===== src/logic/mc_geom_pkg.sv =====
/*
 * Motion compensation block geometry
 * Pixel widths, lane split and reference fetch shape for one 8x8 luma block
 */
package mc_geom_pkg;

	// --------------------
	// Pixel widths
	localparam int PIX_W = 8;	// Reference and output pixel
	localparam int RES_W = 9;	// Signed residual, -256..255

	// --------------------
	// Output block shape
	localparam int LANES         = 2;	// Even and odd pixel lanes
	localparam int COLS_PER_LANE = 4;	// Words per output row
	localparam int BLOCK_ROWS    = 8;

	// --------------------
	// Reference fetch shape
	localparam int REF_ROWS      = 9;	// One extra row for vertical half-pel
	localparam int BEATS_PER_ROW = 5;	// Ten pixels, nine needed with xhalf
	localparam int REF_BEATS     = REF_ROWS * BEATS_PER_ROW;

	// Counter widths
	localparam int PRED_ADDR_W = 5;	// {row[2:0], col[1:0]}
	localparam int COL_W       = 2;
	localparam int ROW_W       = 4;

endpackage


===== src/logic/mc_stream_pkg.sv =====
/*
 * Motion compensation stream types
 * Packed layouts for reference beats, lane pairs, residuals and output words
 */
package mc_stream_pkg;
	import mc_geom_pkg::*;

	// Two pixels per beat, left pixel in the low byte
	typedef struct packed {
		logic [PIX_W-1:0] px1;	// Right pixel
		logic [PIX_W-1:0] px0;	// Left pixel
	} ref_beat_t;

	typedef struct packed {
		logic xhalf;
		logic yhalf;
	} half_flags_t;

	// --------------------
	// One lane's horizontal pixel pair
	typedef struct packed {
		logic             valid;
		logic [PIX_W-1:0] a;
		logic [PIX_W-1:0] b;
		logic [COL_W-1:0] col;	// Output column within the lane
		logic [ROW_W-1:0] row;	// Reference row 0..8
	} lane_pair_t;

	typedef struct packed {
		logic signed [RES_W-1:0] d1;	// Odd pixel
		logic signed [RES_W-1:0] d0;	// Even pixel
	} residual_t;

	// Clipped output word, same pixel layout as a reference beat
	typedef struct packed {
		logic [PRED_ADDR_W-1:0] addr;
		ref_beat_t              data;
	} recon_word_t;

endpackage


===== src/logic/mc_block_ctrl.sv =====
/*
 * Block controller
 * Runs idle, fetch and mix phases, latches the block flags on a start
 * and steps the mix address through the 32 prediction words
 */
module mc_block_ctrl
	import mc_geom_pkg::*;
	import mc_stream_pkg::*;
(
	input  logic                   clk,
	input  logic                   reset_n,
	input  logic                   block_start,
	input  half_flags_t            flags_in,
	input  logic                   coded_in,
	input  logic                   fetch_done,
	output logic                   ready,
	output logic                   fetching,
	output half_flags_t            flags,
	output logic                   coded,
	output logic                   mix_active,
	output logic [PRED_ADDR_W-1:0] pixel_addr
);

	typedef enum logic [1:0] {
		ST_IDLE,
		ST_FETCH,
		ST_MIX
	} state_t;

	state_t state;
	logic   start_take;
	logic   mix_last;

	assign start_take = block_start && (state == ST_IDLE);
	assign mix_last   = (state == ST_MIX) && (&pixel_addr);	// Word 31

	// --------------------
	// Phase FSM
	always_ff @(posedge clk or negedge reset_n) begin
		if (!reset_n) begin
			state <= ST_IDLE;
		end else begin
			case (state)
				ST_IDLE: begin
					if (start_take)
						state <= ST_FETCH;
				end
				ST_FETCH: begin
					if (fetch_done)
						state <= ST_MIX;
				end
				ST_MIX: begin
					if (mix_last)
						state <= ST_IDLE;
				end
				default: state <= ST_IDLE;
			endcase
		end
	end

	// Block parameters held for the whole block
	always_ff @(posedge clk or negedge reset_n) begin
		if (!reset_n) begin
			flags <= '0;
			coded <= 1'b0;
		end else if (start_take) begin
			flags <= flags_in;
			coded <= coded_in;
		end
	end

	// Mix address, wraps back to 0 after the last word
	always_ff @(posedge clk or negedge reset_n) begin
		if (!reset_n)
			pixel_addr <= '0;
		else if (state == ST_MIX)
			pixel_addr <= pixel_addr + 1'b1;
	end

	assign ready      = (state == ST_IDLE);
	assign fetching   = (state == ST_FETCH);
	assign mix_active = (state == ST_MIX);

	// --------------------
	// Checks
	a_start_in_idle: assert property (@(posedge clk) disable iff (!reset_n)
		block_start |-> (state == ST_IDLE));
	a_done_in_fetch: assert property (@(posedge clk) disable iff (!reset_n)
		fetch_done |-> (state == ST_FETCH));

endmodule


===== src/logic/mc_half_pel_lane.sv =====
/*
 * Half-pel lane
 * Rounded x-sum, vertical sum against the previous row and the
 * 32-entry prediction buffer for one pixel lane
 */
module mc_half_pel_lane
	import mc_geom_pkg::*;
	import mc_stream_pkg::*;
(
	input  logic                   clk,
	input  logic                   reset_n,
	input  half_flags_t            flags,
	input  lane_pair_t             pair,
	input  logic [PRED_ADDR_W-1:0] pixel_addr,
	output logic [PIX_W-1:0]       pred
);

	// Previous row x-sums, one per column
	logic [PIX_W:0]   line_q [COLS_PER_LANE];
	// Prediction buffer, indexed {row, col}
	logic [PIX_W-1:0] pred_mem [BLOCK_ROWS * COLS_PER_LANE];

	logic [PIX_W:0]         xsum;	// a + b + 1
	logic [PIX_W+1:0]       ysum;
	logic [ROW_W-1:0]       wr_row;
	logic [PRED_ADDR_W-1:0] wr_addr;
	logic                   wr_en;

	// --------------------
	// Rounding adders
	assign xsum = {1'b0, pair.a} + {1'b0, pair.b} + 1'b1;

	always_comb begin
		if (flags.yhalf)
			ysum = {1'b0, line_q[pair.col]} + {1'b0, xsum};
		else
			ysum = {xsum, 1'b0};	// Doubled, same scale as the y-sum
	end

	// --------------------
	// Write placement
	// With yhalf a row completes the output row above it
	always_comb begin
		if (flags.yhalf) begin
			wr_row = pair.row - 1'b1;
			wr_en  = pair.valid && (pair.row != 0);
		end else begin
			wr_row = pair.row;
			wr_en  = pair.valid && (pair.row < BLOCK_ROWS);	// Row 8 unused
		end
	end

	assign wr_addr = {wr_row[2:0], pair.col};

	always_ff @(posedge clk) begin
		if (pair.valid)
			line_q[pair.col] <= xsum;
	end

	always_ff @(posedge clk) begin
		if (wr_en)
			pred_mem[wr_addr] <= ysum[PIX_W+1:2];	// Drop the two rounding bits
	end

	assign pred = pred_mem[pixel_addr];

	// Flags may only change between blocks, never inside a run of pairs
	a_flags_stable: assert property (@(posedge clk) disable iff (!reset_n)
		pair.valid && $past(pair.valid) |-> $stable(flags));

endmodule


===== src/logic/mc_recon_drain.sv =====
/*
 * Reconstruction drain
 * Adds the residual to each lane's prediction, clips to 0..255
 * and registers the output word with its address
 */
module mc_recon_drain
	import mc_geom_pkg::*;
	import mc_stream_pkg::*;
(
	input  logic                        clk,
	input  logic                        reset_n,
	input  logic                        mix_active,
	input  logic                        coded,
	input  logic [PRED_ADDR_W-1:0]      pixel_addr,
	input  logic [LANES-1:0][PIX_W-1:0] preds,
	input  residual_t                   residual,
	output logic                        out_valid,
	output recon_word_t                 out_word
);

	ref_beat_t mix_data;

	// Prediction 0..255 plus residual -256..255 gives -256..510
	function automatic logic [PIX_W-1:0] mix_px(
		input logic [PIX_W-1:0]        p,
		input logic signed [RES_W-1:0] d,
		input logic                    use_d
	);
		logic signed [RES_W:0] res;
		logic signed [RES_W:0] sum;
		res = use_d ? {d[RES_W-1], d} : '0;	// Uncoded block reads as zero
		sum = $signed({2'b00, p}) + res;
		if (sum[RES_W])
			mix_px = '0;	// Negative
		else if (sum[RES_W-1])
			mix_px = '1;	// Above 255
		else
			mix_px = sum[PIX_W-1:0];
	endfunction

	assign mix_data.px0 = mix_px(preds[0], residual.d0, coded);
	assign mix_data.px1 = mix_px(preds[1], residual.d1, coded);

	// --------------------
	// Output register
	always_ff @(posedge clk or negedge reset_n) begin
		if (!reset_n)
			out_valid <= 1'b0;
		else
			out_valid <= mix_active;
	end

	always_ff @(posedge clk) begin
		if (mix_active) begin
			out_word.addr <= pixel_addr;
			out_word.data <= mix_data;
		end
	end

	a_addr_step: assert property (@(posedge clk) disable iff (!reset_n)
		out_valid && $past(out_valid) |-> out_word.addr == $past(out_word.addr) + 1'b1);

endmodule


===== src/logic/mc_recon_top.sv =====
/*
 * MPEG-2 motion compensation reconstruction core
 * One 8x8 luma block: reference fetch, half-pel lanes and residual mix
 */
module mc_recon_top
	import mc_geom_pkg::*;
	import mc_stream_pkg::*;
(
	input  logic                   clk,
	input  logic                   reset_n,
	input  logic                   block_start,
	input  half_flags_t            flags,
	input  logic                   coded,
	output logic                   ready,
	input  logic                   ref_valid,
	input  ref_beat_t              ref_beat,
	output logic [PRED_ADDR_W-1:0] pixel_addr,
	input  residual_t              residual,
	output logic                   out_valid,
	output recon_word_t            out_word
);

	half_flags_t                 blk_flags;	// Latched for the block
	logic                        blk_coded;
	logic                        fetching;
	logic                        fetch_done;
	logic                        mix_active;
	lane_pair_t [LANES-1:0]      pairs;
	logic [LANES-1:0][PIX_W-1:0] preds;

	mc_block_ctrl u_ctrl (
		.clk        (clk),
		.reset_n    (reset_n),
		.block_start(block_start),
		.flags_in   (flags),
		.coded_in   (coded),
		.fetch_done (fetch_done),
		.ready      (ready),
		.fetching   (fetching),
		.flags      (blk_flags),
		.coded      (blk_coded),
		.mix_active (mix_active),
		.pixel_addr (pixel_addr)
	);

	mc_ref_splitter u_split (
		.clk       (clk),
		.reset_n   (reset_n),
		.fetching  (fetching),
		.flags     (blk_flags),
		.ref_valid (ref_valid),
		.ref_beat  (ref_beat),
		.pairs     (pairs),
		.fetch_done(fetch_done)
	);

	// Lane 0 holds even pixels, lane 1 odd pixels
	for (genvar i = 0; i < LANES; i++) begin : g_lane
		mc_half_pel_lane u_lane (
			.clk       (clk),
			.reset_n   (reset_n),
			.flags     (blk_flags),
			.pair      (pairs[i]),
			.pixel_addr(pixel_addr),
			.pred      (preds[i])
		);
	end

	mc_recon_drain u_drain (
		.clk       (clk),
		.reset_n   (reset_n),
		.mix_active(mix_active),
		.coded     (blk_coded),
		.pixel_addr(pixel_addr),
		.preds     (preds),
		.residual  (residual),
		.out_valid (out_valid),
		.out_word  (out_word)
	);

endmodule


===== src/logic/mc_ref_splitter.sv =====
/*
 * Reference beat splitter
 * Counts beats over the 9x5 reference area and hands each lane its pair
 */
module mc_ref_splitter
	import mc_geom_pkg::*;
	import mc_stream_pkg::*;
(
	input  logic                   clk,
	input  logic                   reset_n,
	input  logic                   fetching,
	input  half_flags_t            flags,
	input  logic                   ref_valid,
	input  ref_beat_t              ref_beat,
	output lane_pair_t [LANES-1:0] pairs,
	output logic                   fetch_done
);

	logic [$clog2(BEATS_PER_ROW)-1:0] beat_col;	// 0..4
	logic [ROW_W-1:0]                 beat_row;	// 0..8
	logic [PIX_W-1:0]                 px1_q;	// Right pixel of the previous beat
	logic                             accept;
	logic                             row_end;
	logic                             last_beat;
	lane_pair_t [LANES-1:0]           pair_d;

	assign accept    = fetching && ref_valid && !fetch_done;
	assign row_end   = (beat_col == BEATS_PER_ROW - 1);
	assign last_beat = row_end && (beat_row == REF_ROWS - 1);

	always_ff @(posedge clk or negedge reset_n) begin
		if (!reset_n) begin
			beat_col <= '0;
			beat_row <= '0;
		end else if (accept) begin
			beat_col <= row_end ? '0 : beat_col + 1'b1;
			if (last_beat)
				beat_row <= '0;
			else if (row_end)
				beat_row <= beat_row + 1'b1;
		end
	end

	always_ff @(posedge clk) begin
		if (accept)
			px1_q <= ref_beat.px1;
	end

	// --------------------
	// Pair selection
	always_comb begin
		// Even lane: beats 0..3, pixels 2c and 2c+1
		pair_d[0].valid = accept && !row_end;
		pair_d[0].a     = ref_beat.px0;
		pair_d[0].b     = flags.xhalf ? ref_beat.px1 : ref_beat.px0;
		pair_d[0].col   = beat_col[COL_W-1:0];
		pair_d[0].row   = beat_row;
		// Odd lane with xhalf straddles two beats, one column lower
		if (flags.xhalf) begin
			pair_d[1].valid = accept && (beat_col != 0);
			pair_d[1].a     = px1_q;
			pair_d[1].b     = ref_beat.px0;
			pair_d[1].col   = COL_W'(beat_col - 1'b1);
		end else begin
			pair_d[1].valid = accept && !row_end;
			pair_d[1].a     = ref_beat.px1;
			pair_d[1].b     = ref_beat.px1;
			pair_d[1].col   = beat_col[COL_W-1:0];
		end
		pair_d[1].row = beat_row;
	end

	always_ff @(posedge clk or negedge reset_n) begin
		if (!reset_n) begin
			pairs      <= '0;
			fetch_done <= 1'b0;
		end else begin
			pairs      <= pair_d;
			fetch_done <= accept && last_beat;	// One cycle, with the last pairs
		end
	end

	// Fetch closes right after the 45th beat, so no further beat is counted
	a_beat_bound: assert property (@(posedge clk) disable iff (!reset_n)
		fetch_done |=> !fetching);

endmodule


===== config.mk =====
export PLATFORM = sky130hd
export DESIGN_NAME = mc_recon_top
export DESIGN_NICKNAME = d
export VERILOG_FILES = /design/src/logic/mc_geom_pkg.sv /design/src/logic/mc_stream_pkg.sv /design/src/logic/mc_block_ctrl.sv /design/src/logic/mc_half_pel_lane.sv /design/src/logic/mc_recon_drain.sv /design/src/logic/mc_recon_top.sv /design/src/logic/mc_ref_splitter.sv
export SDC_FILE = /design/constraint.sdc
export NUM_CORES = 1
export LEC_CHECK = 0
export ABC_AREA = 0
export BUFFER_PORTS_ARGS = -buffer_cell sky130_fd_sc_hd__buf_2
export CORE_ASPECT_RATIO = 0.8
export CORE_MARGIN = 2
export CORE_UTILIZATION = 45
export CTS_CLUSTER_SIZE = 12
export DETAILED_ROUTE_END_ITERATION = 16
export SLEW_MARGIN = 30
export SYNTH_ARGS = -nofsm -noshare
export SYNTH_HDL_FRONTEND = slang
export SYNTH_SLANG_ARGS = --single-unit

===== constraint.sdc =====
create_clock -name clk -period 10.45 [get_ports clk]
set_input_delay 2.09 -clock clk [delete_from_list [all_inputs] [get_ports clk]]
set_output_delay 2.09 -clock clk [all_outputs]
set_load 0.02 [all_outputs]

Word level (Yosys, flattened, before mapping)
Memory sizes are Yosys's and may differ from the RTL's.
Cells that the tools add are included.
{ "word_totals": {"register_bits": 90, "latch_bits": 0, "mem_bits_rw": 584, "rom_bits": 0, "input_bits": 41, "out_inout_bits": 28, "word_cells": 94, "mem_count": 4} }
{ "mem_list": {"columns": ["memory", "words", "word_bits", "read_ports", "rd_ports_with_merged_regs", "write_ports", "line_no", "text"], "rows": [
  ["g_lane[0].u_lane.pred_mem", 32, 8, 1, 0, 1, "mc_half_pel_lane.sv:21", "logic [PIX_W-1:0] pred_mem [BLOCK_ROWS * COLS_PER_LANE];"],
  ["g_lane[1].u_lane.pred_mem", 32, 8, 1, 0, 1, "mc_half_pel_lane.sv:21", null],
  ["g_lane[0].u_lane.line_q", 4, 9, 1, 0, 1, "mc_half_pel_lane.sv:19", "logic [PIX_W:0] line_q [COLS_PER_LANE];"],
  ["g_lane[1].u_lane.line_q", 4, 9, 1, 0, 1, "mc_half_pel_lane.sv:19", null]
]} }
{ "op_classes": {"add_sub_neg": 13, "multipliers": 0, "div_mod_pow": 0, "order_cmp": 1, "n_eq_ne": 7, "n_shift": 0, "muxes": 26, "bitwise": 0, "reduce_logical": 21} }
{ "op_table": {"columns": ["op", "n"], "rows": [
  ["10-bit 2-to-1 mux", 4],
  ["8-bit 2-to-1 mux", 3],
  ["9-bit by 10-bit adder with 10-bit output", 2],
  ["9-bit by 9-bit adder with 10-bit output", 2],
  ["19-bit 2-to-1 mux", 1],
  ["8-bit by 8-bit adder with 9-bit output", 2],
  ["9-bit by 1-bit adder with 9-bit output (second input constant)", 2],
  ["1-bit logical AND", 12],
  ["1-bit 2-to-1 mux", 10],
  ["4-bit 2-to-1 mux", 2],
  ["2-bit 2-to-1 mux", 3],
  ["3-bit 2-to-1 mux", 2],
  ["2-bit one-hot mux with 3 select lines", 1],
  ["5-bit by 1-bit adder with 5-bit output (second input constant)", 1],
  ["5-bit AND reduction", 1],
  ["4-bit by 1-bit adder with 4-bit output (second input constant)", 1],
  ["4-bit equality test (second input constant)", 1],
  ["4-bit < comparator (second input constant)", 1],
  ["2-bit inequality test (second input constant)", 2],
  ["4-bit nonzero test", 1],
  ["3-bit by 1-bit adder with 3-bit output (second input constant)", 1],
  ["3-bit equality test (second input constant)", 1],
  ["3-bit AND reduction", 1],
  ["3-bit nonzero test", 1],
  ["9 further kinds", 10]
]} }

Logic depth before layout (Yosys ltp)
Gate-level depths: netlist of the first run.
{ "depth": {"ltp_word": 5, "depth_mapped": 16} }

By module
A second synthesis of the first run with hierarchy kept.
{ "unflattened": {"hier_cells": 1511, "area_unflattened_um2": 28381.0} }
{ "by_module_without_submodules": {"columns": ["mod", "n_inst", "cells_per_inst", "area_per_inst_um2", "seq_area_each_um2"], "rows": [
  ["mc_half_pel_lane at g_lane[0].u_lane", 1, 590, 12106.6, 8768.4],
  ["mc_half_pel_lane at g_lane[1].u_lane", 1, 581, 12065.3, 8768.4],
  ["mc_ref_splitter", 1, 153, 2083.2, 1491.4],
  ["mc_recon_drain", 1, 154, 1672.9, 655.6],
  ["mc_block_ctrl", 1, 33, 452.9, 250.2]
]} }

Worst setup path before layout of the first run
OpenSTA, ideal clock, no wires.
{ "synth_path": {"path_kind": "input to register", "from": "input residual[0] (netlist bit)", "to": "register u_drain.out_word[0] (netlist name)", "arrival_ns": 3.997, "required_time_ns": 10.175, "slack_ns": 6.178, "stages": 11, "path_buffers": 0, "cell_sequence": "and2_1 > ha_1 > inv_1 > fa_1 > nor2b_1 > o21ai_0 > a21oi_1 > o21ai_0 > a211oi_1 > xor2_1 > a21oi_1"} }
{ "synth_between": {"elab_chain_len": 3} }
{ "synth_lines": {"columns": ["item", "line_no", "text"], "rows": [
  ["from (decl)", "mc_recon_top.sv:18", "input residual_t residual,"],
  ["10-bit 2-to-1 mux *", "mc_recon_drain.sv:31", "res = use_d ? {d[RES_W-1], d} : '0;"],
  ["9-bit by 10-bit adder with 10-bit output *", "mc_recon_drain.sv:32", "sum = $signed({2'b00, p}) + res;"],
  ["8-bit 2-to-1 mux", "mc_recon_drain.sv:35", "else if (sum[RES_W-1])"]
]} }
Mark *: on every way between the ends. The rest lies on a longest branch, timed or not.
A chain may end at the register's enable or synchronous reset.

Worst setup path after layout of the first run
{ "layout_path": {"from": "register u_ctrl.pixel_addr[0]", "to": "register u_drain.out_word[3] (netlist name)"} }
{ "layout_between": {"elab_chain_len": 3} }
{ "layout_lines": {"columns": ["item", "line_no", "text"], "rows": [
  ["from (decl)", "mc_block_ctrl.sv:21", "output logic [PRED_ADDR_W-1:0] pixel_addr"],
  ["from (signal assigned)", "mc_block_ctrl.sv:77", "pixel_addr <= pixel_addr + 1'b1;"],
  ["memory read 32 x 8 bit *", null, null],
  ["9-bit by 10-bit adder with 10-bit output *", "mc_recon_drain.sv:32", null],
  ["8-bit 2-to-1 mux", "mc_recon_drain.sv:35", null]
]} }
Marked as above.

==> results_dict.tcl, run 1 <==
set metrics [dict create \
    status "finished, final reports clean" \
    ys_warn_count 0 \
    area_growth_pct 12.7 \
    yosysSeqAreaShare_pct 71.3 \
    worstPathArrival_ns 5.63 \
    cts_hold_buf 0 \
    relSlewSlack_pct 30.3 \
    routabilityCongestion 0.805 \
    hold_violations 0 \
    die-area_um2 64200 \
    max-vdd-ir-drop_mv 0.183 \
    grt_max_degree 101 \
    r2r_slack_ns 5.15 \
    synth_seq_cells 674 \
    synth_cells 1478 \
    viasPerCell 5.64 \
    clock_latency_ns 0.62 \
    crit_family "multiplexers" \
    clk_path_buf_depth 3 \
    first_global_vias 13799 \
    worstMarginPinSlew_ns 1.04 \
    max_freq_mhz 189 \
    grt_use_total_pct 19.3 \
    synthTopCellsByArea "edfxtp_1, mux4_2, dfrtp_1" \
    path_clk_slew_ns 0.06 \
    postSynthAreaPerCell_um2 18.9 \
    io_pins 69 \
    crit_path_start_kind "flop" \
    synth-edff-count 613 \
    tritoncts "done" \
    vias 13889 \
    grt_pass1_wl_mm 89.9 \
    synth_compound_area_share_pct 2.69 \
    synthArstFlopShare_pct 9.05 \
    first_pass_iters 5 \
    crit_type "reg2reg" \
    grt_overflow_total 0 \
    numPortBuffers 68 \
    drive_above_1_share_pct 27.0 \
    synthSimpleGateAreaFrac_pct 4.42 \
    synth_fa_ha_area_share_pct 2.75 \
    pwr_density_cell_nw_per_um2 246 \
    rows 81 \
    start_util_pct 45.6 \
    clock-root-buffer "clkbuf_16" \
    end_kind "flop" \
    period_minus_slack_ns 5.30 \
    synthFlopType "edfxtp_1" \
    p_total_mw 7.76 \
    muxShareOfSynthArea_pct 16.1 \
    grt_antenna_before_repair 0 \
    fin_tns_setup_ns 0 \
    leakagePower_nw 10.4 \
    cts_resized 0 \
    synth.largest_area_cell "edfxtp_1" \
    path_cells "buf_12 > mux4_2 > mux4_2 > mux2_2 > ha_1 > inv_1 > fa_1 > nor2b_1 > o21ai_0 > a21oi_1 > o21ai_0 > a211oi_1 > xor2_1 > a21oi_1" \
    dp_hpwl_mm 39.0 \
    antenna_cells 0 \
    syn-num-nets 1578 \
    final_antenna_net_count 0 \
    hold_ws_ns 0.407 \
    finalSetupViolations 0 \
    placed_area_um2 29300 \
    min_path_type "reg2reg" \
    synth_top_area_share_pct 65.8 \
    final_cell_area_um2 31500 \
    yosysUniqueCellTypes 64 \
    clock_sinks 674 \
    core-area_um2 61300 \
    cp_slowest_stage_delay_ns 0.86 \
    synth_top_family_by_area "multiplexers" \
    synth_xor_area_share_pct 1.41 \
    layout_setup_ws_ns 5.15 \
    die_w_um 283 \
    cts_setup_buffers 0 \
    maxCapViolations 0 \
    yosys-top-cells-count "edfxtp_1, mux4_2, nor2_1, nand2_1, dfrtp_1" \
    path_buf_inv 2 \
    fin_nets 1684 \
    rsz0062_at_grt "false" \
    routedWlPerCell_um 24.5 \
    drv_slew 0 \
    required_ns 10.78 \
    crit_fanout 100 \
    slowest_stage "dfrtp_4" \
    dpl_worst_slack_ns 5.05 \
    drc_errors 0 \
    chipHeight_um 227 \
    syn_area_um2 28000 \
    drt_wl_total_mm 60.3 \
    cts_buffers 72 \
    synth.most_common_cell "edfxtp_1" \
    skew_ns 0.0245 \
    first_iter_violations 1317 \
    finalCritPeriodShare_pct 50.7 \
    h-tree-depth 3 \
]
layout make-up:
class	instances	area (um2)
clock inverter	26	203
tap	830	1040
inverter	39	146
sequential	674	19900
fill	4873	29800
timing repair buffer	88	531
clock buffer	97	1920
multi-input combinational	709	7760
path summary, 6_finish.rpt:
path | start | depth (start not counted) | endpoint
min in group asynchronous | reset_n | 2 | u_split.pairs[14]
hold reg to reg | u_split.beat_col[1] | 0 | u_split.pairs[5]
hold / removal | u_split.beat_col[1] | 0 | u_split.pairs[5]
max in group asynchronous | reset_n | 2 | u_ctrl.pixel_addr[1]
setup reg to reg | u_ctrl.pixel_addr[0] | 14 | u_drain.out_word[3]
setup / recovery | u_ctrl.pixel_addr[0] | 14 | u_drain.out_word[3]
cell usage in the layout (no fill, tap or decap), types with 21 or more instances in the layout:
cell / synthesis / routed
o21ai_0: 25 / 23
a21oi_1: 40 / 37
clkbuf_16: 0 / 72
nand2_1: 71 / 70
nor2_1: 101 / 83
xor2_1: 24 / 24
clkbuf_1: 29 / 23
mux2_2: 38 / 38
inv_1: 39 / 39
buf_2: 9 / 68
dfrtp_1: 61 / 56
ha_1: 55 / 55
xnor2_1: 21 / 21
edfxtp_1: 613 / 613
mux4_2: 177 / 177
metrics by stage:
step           instances  util [%]
2_1_floorplan       1478         -
3_3_place_gp        2336      47.8
3_5_place_dp        2337      47.9
4_1_cts             2460      51.3
5_1_grt             2463      51.4
6_report            2463      51.4
report_power, final:
group,internal [mW],switching (mW)
clock network,1.31,1.02
logic,0.456,1.15
registers,3.72,0.101
total,5.50,2.27
worst register-to-register path, cell delays in order (launching register included):
cell,delay [ns]
dfrtp_4,0.86
buf_12,0.64
mux4_2,0.75
mux4_2,0.46
mux2_2,0.30
ha_1,0.21
inv_1,0.08
fa_1,0.21
nor2b_1,0.05
o21ai_0,0.35
a21oi_1,0.15
o21ai_0,0.32
a211oi_1,0.14
xor2_1,0.35
a21oi_1,0.15
cells by family (layout without fill, tap and decap cells):
group | Yosys count | after routing
compound gates | 117 | 117
xor+xnor | 45 | 45
fa+ha+maj | 59 | 59
buf+inv | 95 | 250
flops | 674 | 674
mux | 223 | 223
simple gates | 265 | 265
sequential cells by signal, summed over array words and instances (netlist names):
| signal | cells |
|---|---|
| u_ctrl.coded | 1 |
| g_lane.u_lane.line_q | 72 |
| u_ctrl.state | 2 |
| u_drain.out_valid | 1 |
| u_split.beat_col | 3 |
| u_split.fetch_done | 1 |
| u_split.px1_q | 8 |
| g_lane.u_lane.pred_mem | 512 |
| u_split.beat_row | 4 |
| u_ctrl.pixel_addr | 5 |
| u_ctrl.flags | 2 |
| u_drain.out_word | 21 |
| u_split.pairs | 42 |
per-layer routing:
layer	global-route usage [%]	share of wire [%]	up-vias
li1	-	-	6114
met1	29.5	47	7264
met2	28.7	45	422
met3	3.77	6.2	89
met4	4.85	1.9	0
met5	0	0	-
(Power assumes the default switching activity.)
==> run 2, diff against run 1 <==
clock period = 4.96 ns   (was 10.45 ns; I/O delays follow)
==> run 2 against run 1 <==
  * Clock power is 110% higher
  * Die area stayed put
  * Clock-buffer cell count is 4 higher
  * Register-to-register slack worse by 4.8 ns
  * Sequential power is 110% higher
  * Cell area is 0.50% higher
  * Critical path type unchanged
  * Largest cell class unchanged
  * Highest routed layer unchanged
==> results_dict.tcl, run 2 (synthesized netlist as in run 1, its figures left out) <==
set metrics [dict create \
    status "finished, final reports clean" \
    final_common_cell "edfxtp_1" \
    finalSetupViolations 0 \
    io_pins 69 \
    period_minus_slack_ns 4.56 \
    crit_fanout 29 \
    final_cell_area_um2 31700 \
    final_antenna_net_count 0 \
    cts_hold_buf 0 \
    fin_tns_setup_ns 0 \
    cts_setup_buffers 0 \
    cts_buffers 70 \
    dp_hpwl_mm 41.2 \
    antenna_cells 0 \
    grt_max_degree 40 \
    clock-root-buffer "clkbuf_16" \
    end_kind "flop" \
    placed_area_um2 29600 \
    fin_nets 1707 \
    vias 14059 \
    die-area_um2 64200 \
    hold_violations 0 \
    drv_slew 0 \
    skew_ns 0.0196 \
    max-vdd-ir-drop_mv 0.316 \
    crit_type "reg2reg" \
    cts_resized 0 \
    first_pass_iters 7 \
    max_freq_mhz 219 \
    required_ns 5.29 \
    area_growth_pct 13.3 \
    finalCritPeriodShare_pct 92.0 \
    min_path_type "in2async" \
    chipHeight_um 227 \
    clock_sinks 674 \
    clock_latency_ns 0.60 \
    clk_path_buf_depth 3 \
    leakagePower_nw 10.5 \
    drive_above_1_share_pct 27.3 \
    viasPerCell 5.67 \
    rsz0062_at_grt "false" \
    first_global_vias 14054 \
    worstPathArrival_ns 4.89 \
    grt_antenna_before_repair 3 \
    grt_use_total_pct 19.9 \
    relSlewSlack_pct 35.7 \
    core-area_um2 61300 \
    numPortBuffers 68 \
    drc_errors 0 \
    routedWlPerCell_um 24.8 \
    worstMarginPinSlew_ns 0.961 \
    drt_wl_total_mm 61.6 \
    routabilityCongestion 0.900 \
    path_clk_slew_ns 0.06 \
    top_register "g_lane.u_lane.pred_mem" \
    first_iter_violations 1365 \
    pwr_density_cell_nw_per_um2 513 \
    layout_top_registers "g_lane.u_lane.pred_mem: 512 flops, g_lane.u_lane.line_q: 72 flops, u_split.pairs: 42 flops" \
    die_w_um 283 \
    start_util_pct 45.6 \
    grt_pass1_wl_mm 92.7 \
    maxCapViolations 0 \
    crit_path_start_kind "flop" \
    largest_register_ffs 512 \
    rows 81 \
    h-tree-depth 3 \
    tritoncts "done" \
    grt_overflow_total 0 \
    layout_common_cells "edfxtp_1, mux4_2, nor2_1" \
]
-- run 2: routing by layer --
layer / global-route usage (%) / share of wire [%]
met5: 0 / 0
met4: 4.63 / 1.8
met3: 4.30 / 6.6
met2: 29.0 / 44
met1: 30.8 / 48
-- run 2: path summary, 6_finish.rpt --
path / from / end / slack, ns / cells past startpoint
max: u_ctrl.pixel_addr[0] / u_drain.out_word[12] / 0.40 / 12
max reg2reg: u_ctrl.pixel_addr[0] / u_drain.out_word[12] / 0.40 / 12
min reg2reg: u_split.beat_col[1] / u_split.pairs[5] / 0.41 / 0
min: reset_n / u_split.pairs[31] / 0.36 / 1
max in group asynchronous: reset_n / u_ctrl.pixel_addr[0] / 3.64 / 2
min in group clk: u_split.beat_col[1] / u_split.pairs[5] / 0.41 / 0
-- run 2: critical path, cell delays in order (launching register included) --
cell	delay (ns)
dfrtp_4	0.78
buf_12	0.32
mux4_2	0.54
mux4_2	0.48
mux2i_1	0.33
inv_1	0.08
ha_1	0.28
a21o_1	0.18
a21oi_1	0.21
o21bai_1	0.12
o32a_1	0.39
a21boi_1	0.46
a21oi_1	0.10
-- run 2: report_power, final --
part,internal [mW],switching (mW)
Sequential,7.85,0.195
Clock,2.80,2.06
Combinational,0.955,2.39
-- run 2: stage by stage --
| step | hold WS, ns | worst slack, ns | instances | total power, mW | utilization [%] |
|---|---|---|---|---|---|
| 5_1_grt | 0.374 | 0.122 | 2479 | 17.0 | 51.7 |
| 6_report | 0.360 | 0.396 | 2479 | 16.2 | 51.7 |
| 3_5_place_dp | 0.391 | 0.392 | 2364 | 11.5 | 48.2 |
| 2_1_floorplan | 0.378 | 0.746 | 1478 | 10.2 | - |
| 4_1_cts | 0.343 | 0.388 | 2478 | 16.4 | 51.6 |
| 3_3_place_gp | 0.398 | 0.450 | 2362 | 11.4 | 48.1 |
-- run 2: layout make-up --
class                           instances  area, um2
Inverter                               39        146
Fill cell                            4861      29600
Clock inverter                         13        106
Timing Repair Buffer                  113        746
Tap cell                              830       1040
Clock buffer                          101       1970
Sequential cell                       674      19900
Multi-Input combinational cell        709       7740
==> run 3, diff against run 2 <==
CORE_ASPECT_RATIO = not set   (was 0.8)
SLEW_MARGIN = not set   (was 30)
==> run 3 against run 2 <==
  * Cell area barely moved
  * Non-clock buffer count fell by 4
  * Maximum frequency rose by 1.7%
  * Clock-buffer cell count fell by 7
  * Sequential power barely moved
  * Critical path type unchanged
  * Largest cell class unchanged
  * Highest routed layer is now met5
==> results_dict.tcl, run 3 (synthesized netlist as in run 1, its figures left out) <==
set metrics [dict create \
    drive_above_1_share_pct 26.5 \
    hold_ws_ns 0.399 \
    crit_path_start_kind "flop" \
    rsz0062_at_grt "false" \
    crit_fanout 21 \
    skew_ns 0.0286 \
    clk_path_buf_depth 3 \
    first_iter_violations 1119 \
    maxCapViolations 0 \
    routedWlPerCell_um 22.9 \
    viasPerCell 5.53 \
    path_buf_inv 1 \
    final_util_pct 51.5 \
    area_growth_pct 13.3 \
    h-tree-depth 3 \
    finalCritPeriodShare_pct 90.5 \
    tritoncts "done" \
    multi_input_area_um2 7670 \
    pwr_density_cell_nw_per_um2 513 \
    cts_buffers 73 \
    clock_latency_ns 0.60 \
    vias 13776 \
    max-vdd-ir-drop_mv 0.369 \
    dp_hpwl_mm 37.4 \
    grt_antenna_before_repair 2 \
    final_antenna_net_count 0 \
    io_pins 69 \
    required_ns 5.29 \
    min_path_type "in2async" \
    worstMarginPinSlew_ns 1.16 \
    fin_nets 1706 \
    period_minus_slack_ns 4.49 \
    max_freq_mhz 223 \
    core-area_um2 61600 \
    placed_area_um2 29500 \
    fin_tns_setup_ns 0 \
    cts_resized 0 \
    slowest_stage "dfrtp_4" \
    first_pass_iters 5 \
    path_cells "buf_4 > mux4_2 > mux4_2 > mux2_2 > ha_1 > nor2b_1 > o21ai_0 > a21oi_1 > o21ai_0 > a211oi_1 > xor2_1 > a21oi_1" \
    die_w_um 253 \
    finalSetupViolations 0 \
    cp_slowest_stage_delay_ns 0.71 \
    top_register "g_lane.u_lane.pred_mem" \
    regArea_um2 19900 \
    numPortBuffers 68 \
    relSlewSlack_pct 22.8 \
    grt_use_total_pct 18.3 \
    place_inst 2368 \
    start_util_pct 45.4 \
    cts_hold_buf 0 \
    rows 91 \
    layout_top_registers "g_lane.u_lane.pred_mem: 512 flops, g_lane.u_lane.line_q: 72 flops, u_split.pairs: 42 flops" \
    grt_overflow_total 0 \
    status "finished, final reports clean" \
    crit_family "multiplexers" \
    chipHeight_um 253 \
    die-area_um2 64200 \
    path_clk_slew_ns 0.06 \
    end_kind "flop" \
    final_common_cell "edfxtp_1" \
    instances_no_fill 2493 \
    cts_setup_buffers 0 \
    fill_cells 4906 \
    leakagePower_nw 10.5 \
    clock_sinks 674 \
    routabilityCongestion 0.820 \
    clock-root-buffer "clkbuf_16" \
    drv_slew 0 \
    grt_pass1_wl_mm 87.3 \
    first_global_vias 14115 \
    layout_common_cells "edfxtp_1, mux4_2, nor2_1" \
    largest_register_ffs 512 \
    drt_wl_total_mm 57.2 \
    final_cell_area_um2 31700 \
    hold_violations 0 \
    crit_type "reg2reg" \
    worstPathArrival_ns 4.81 \
    drc_errors 0 \
    grt_max_degree 47 \
]
-- run 3: cell count changes in the layout (fill, tap and decap cells not counted), moves of 4 or more --
cell      delta
clkbuf_1     -7
clkinv_2     +6
nor2_2      -10
nor2_1      +10
clkinv_1     +9
buf_4        -4
-- run 3: path summary, 6_finish.rpt --
path / from / to / slack, ns / cells past startpoint
setup / recovery: u_ctrl.pixel_addr[0] / u_drain.out_word[1] / 0.47 / 12
hold / removal: reset_n / u_split.pairs[6] / 0.40 / 1
setup reg to reg: u_ctrl.pixel_addr[0] / u_drain.out_word[1] / 0.47 / 12
hold reg to reg: u_split.beat_col[1] / u_split.pairs[5] / 0.40 / 0
max in group asynchronous: reset_n / u_ctrl.pixel_addr[0] / 3.60 / 2
min in group clk: u_split.beat_col[1] / u_split.pairs[5] / 0.40 / 0
-- run 3: cell type report --
cell class / instances / area share (%)
Clock buffer: 94 / 6.17
Timing Repair Buffer: 109 / 2.28
Sequential cell: 674 / 62.9
Clock inverter: 30 / 0.651
Tap cell: 837 / 3.30
Multi-Input combinational cell: 709 / 24.2
Inverter: 39 / 0.462
Antenna cell: 1 / 0.00789
-- run 3: power by group --
part	switching, mW	internal (mW)
clock network	2.10	2.87
logic	2.32	0.949
registers	0.194	7.85
total	4.61	11.7
-- run 3: worst register-to-register path: cells and delay by family (launching register included) --
kind	cells	cell delay (ns)
AO/OA/AOI/OAI	5	0.93
multiplexers	3	1.38
XOR/XNOR	1	0.38
buffers and inverters	1	0.37
flip-flops	1	0.71
AND/OR/NAND/NOR	1	0.14
adder cells (fa/ha/maj)	1	0.31
-- run 3: metal layers --
metal / wire length (um) / global-route usage, %
met5: 24 / 0
met4: 973 / 5.14
met3: 3940 / 3.84
met2: 26200 / 28.2
met1: 26000 / 26.7
-- run 3: per-stage QoR --
step | setup slack (ns) | power (mW)
detailed placement | 0.460 | 11.4
floorplan | 0.746 | 10.2
finish | 0.474 | 16.3
global placement | 0.529 | 11.3
CTS | 0.443 | 16.4
global route | 0.0896 | 17.0
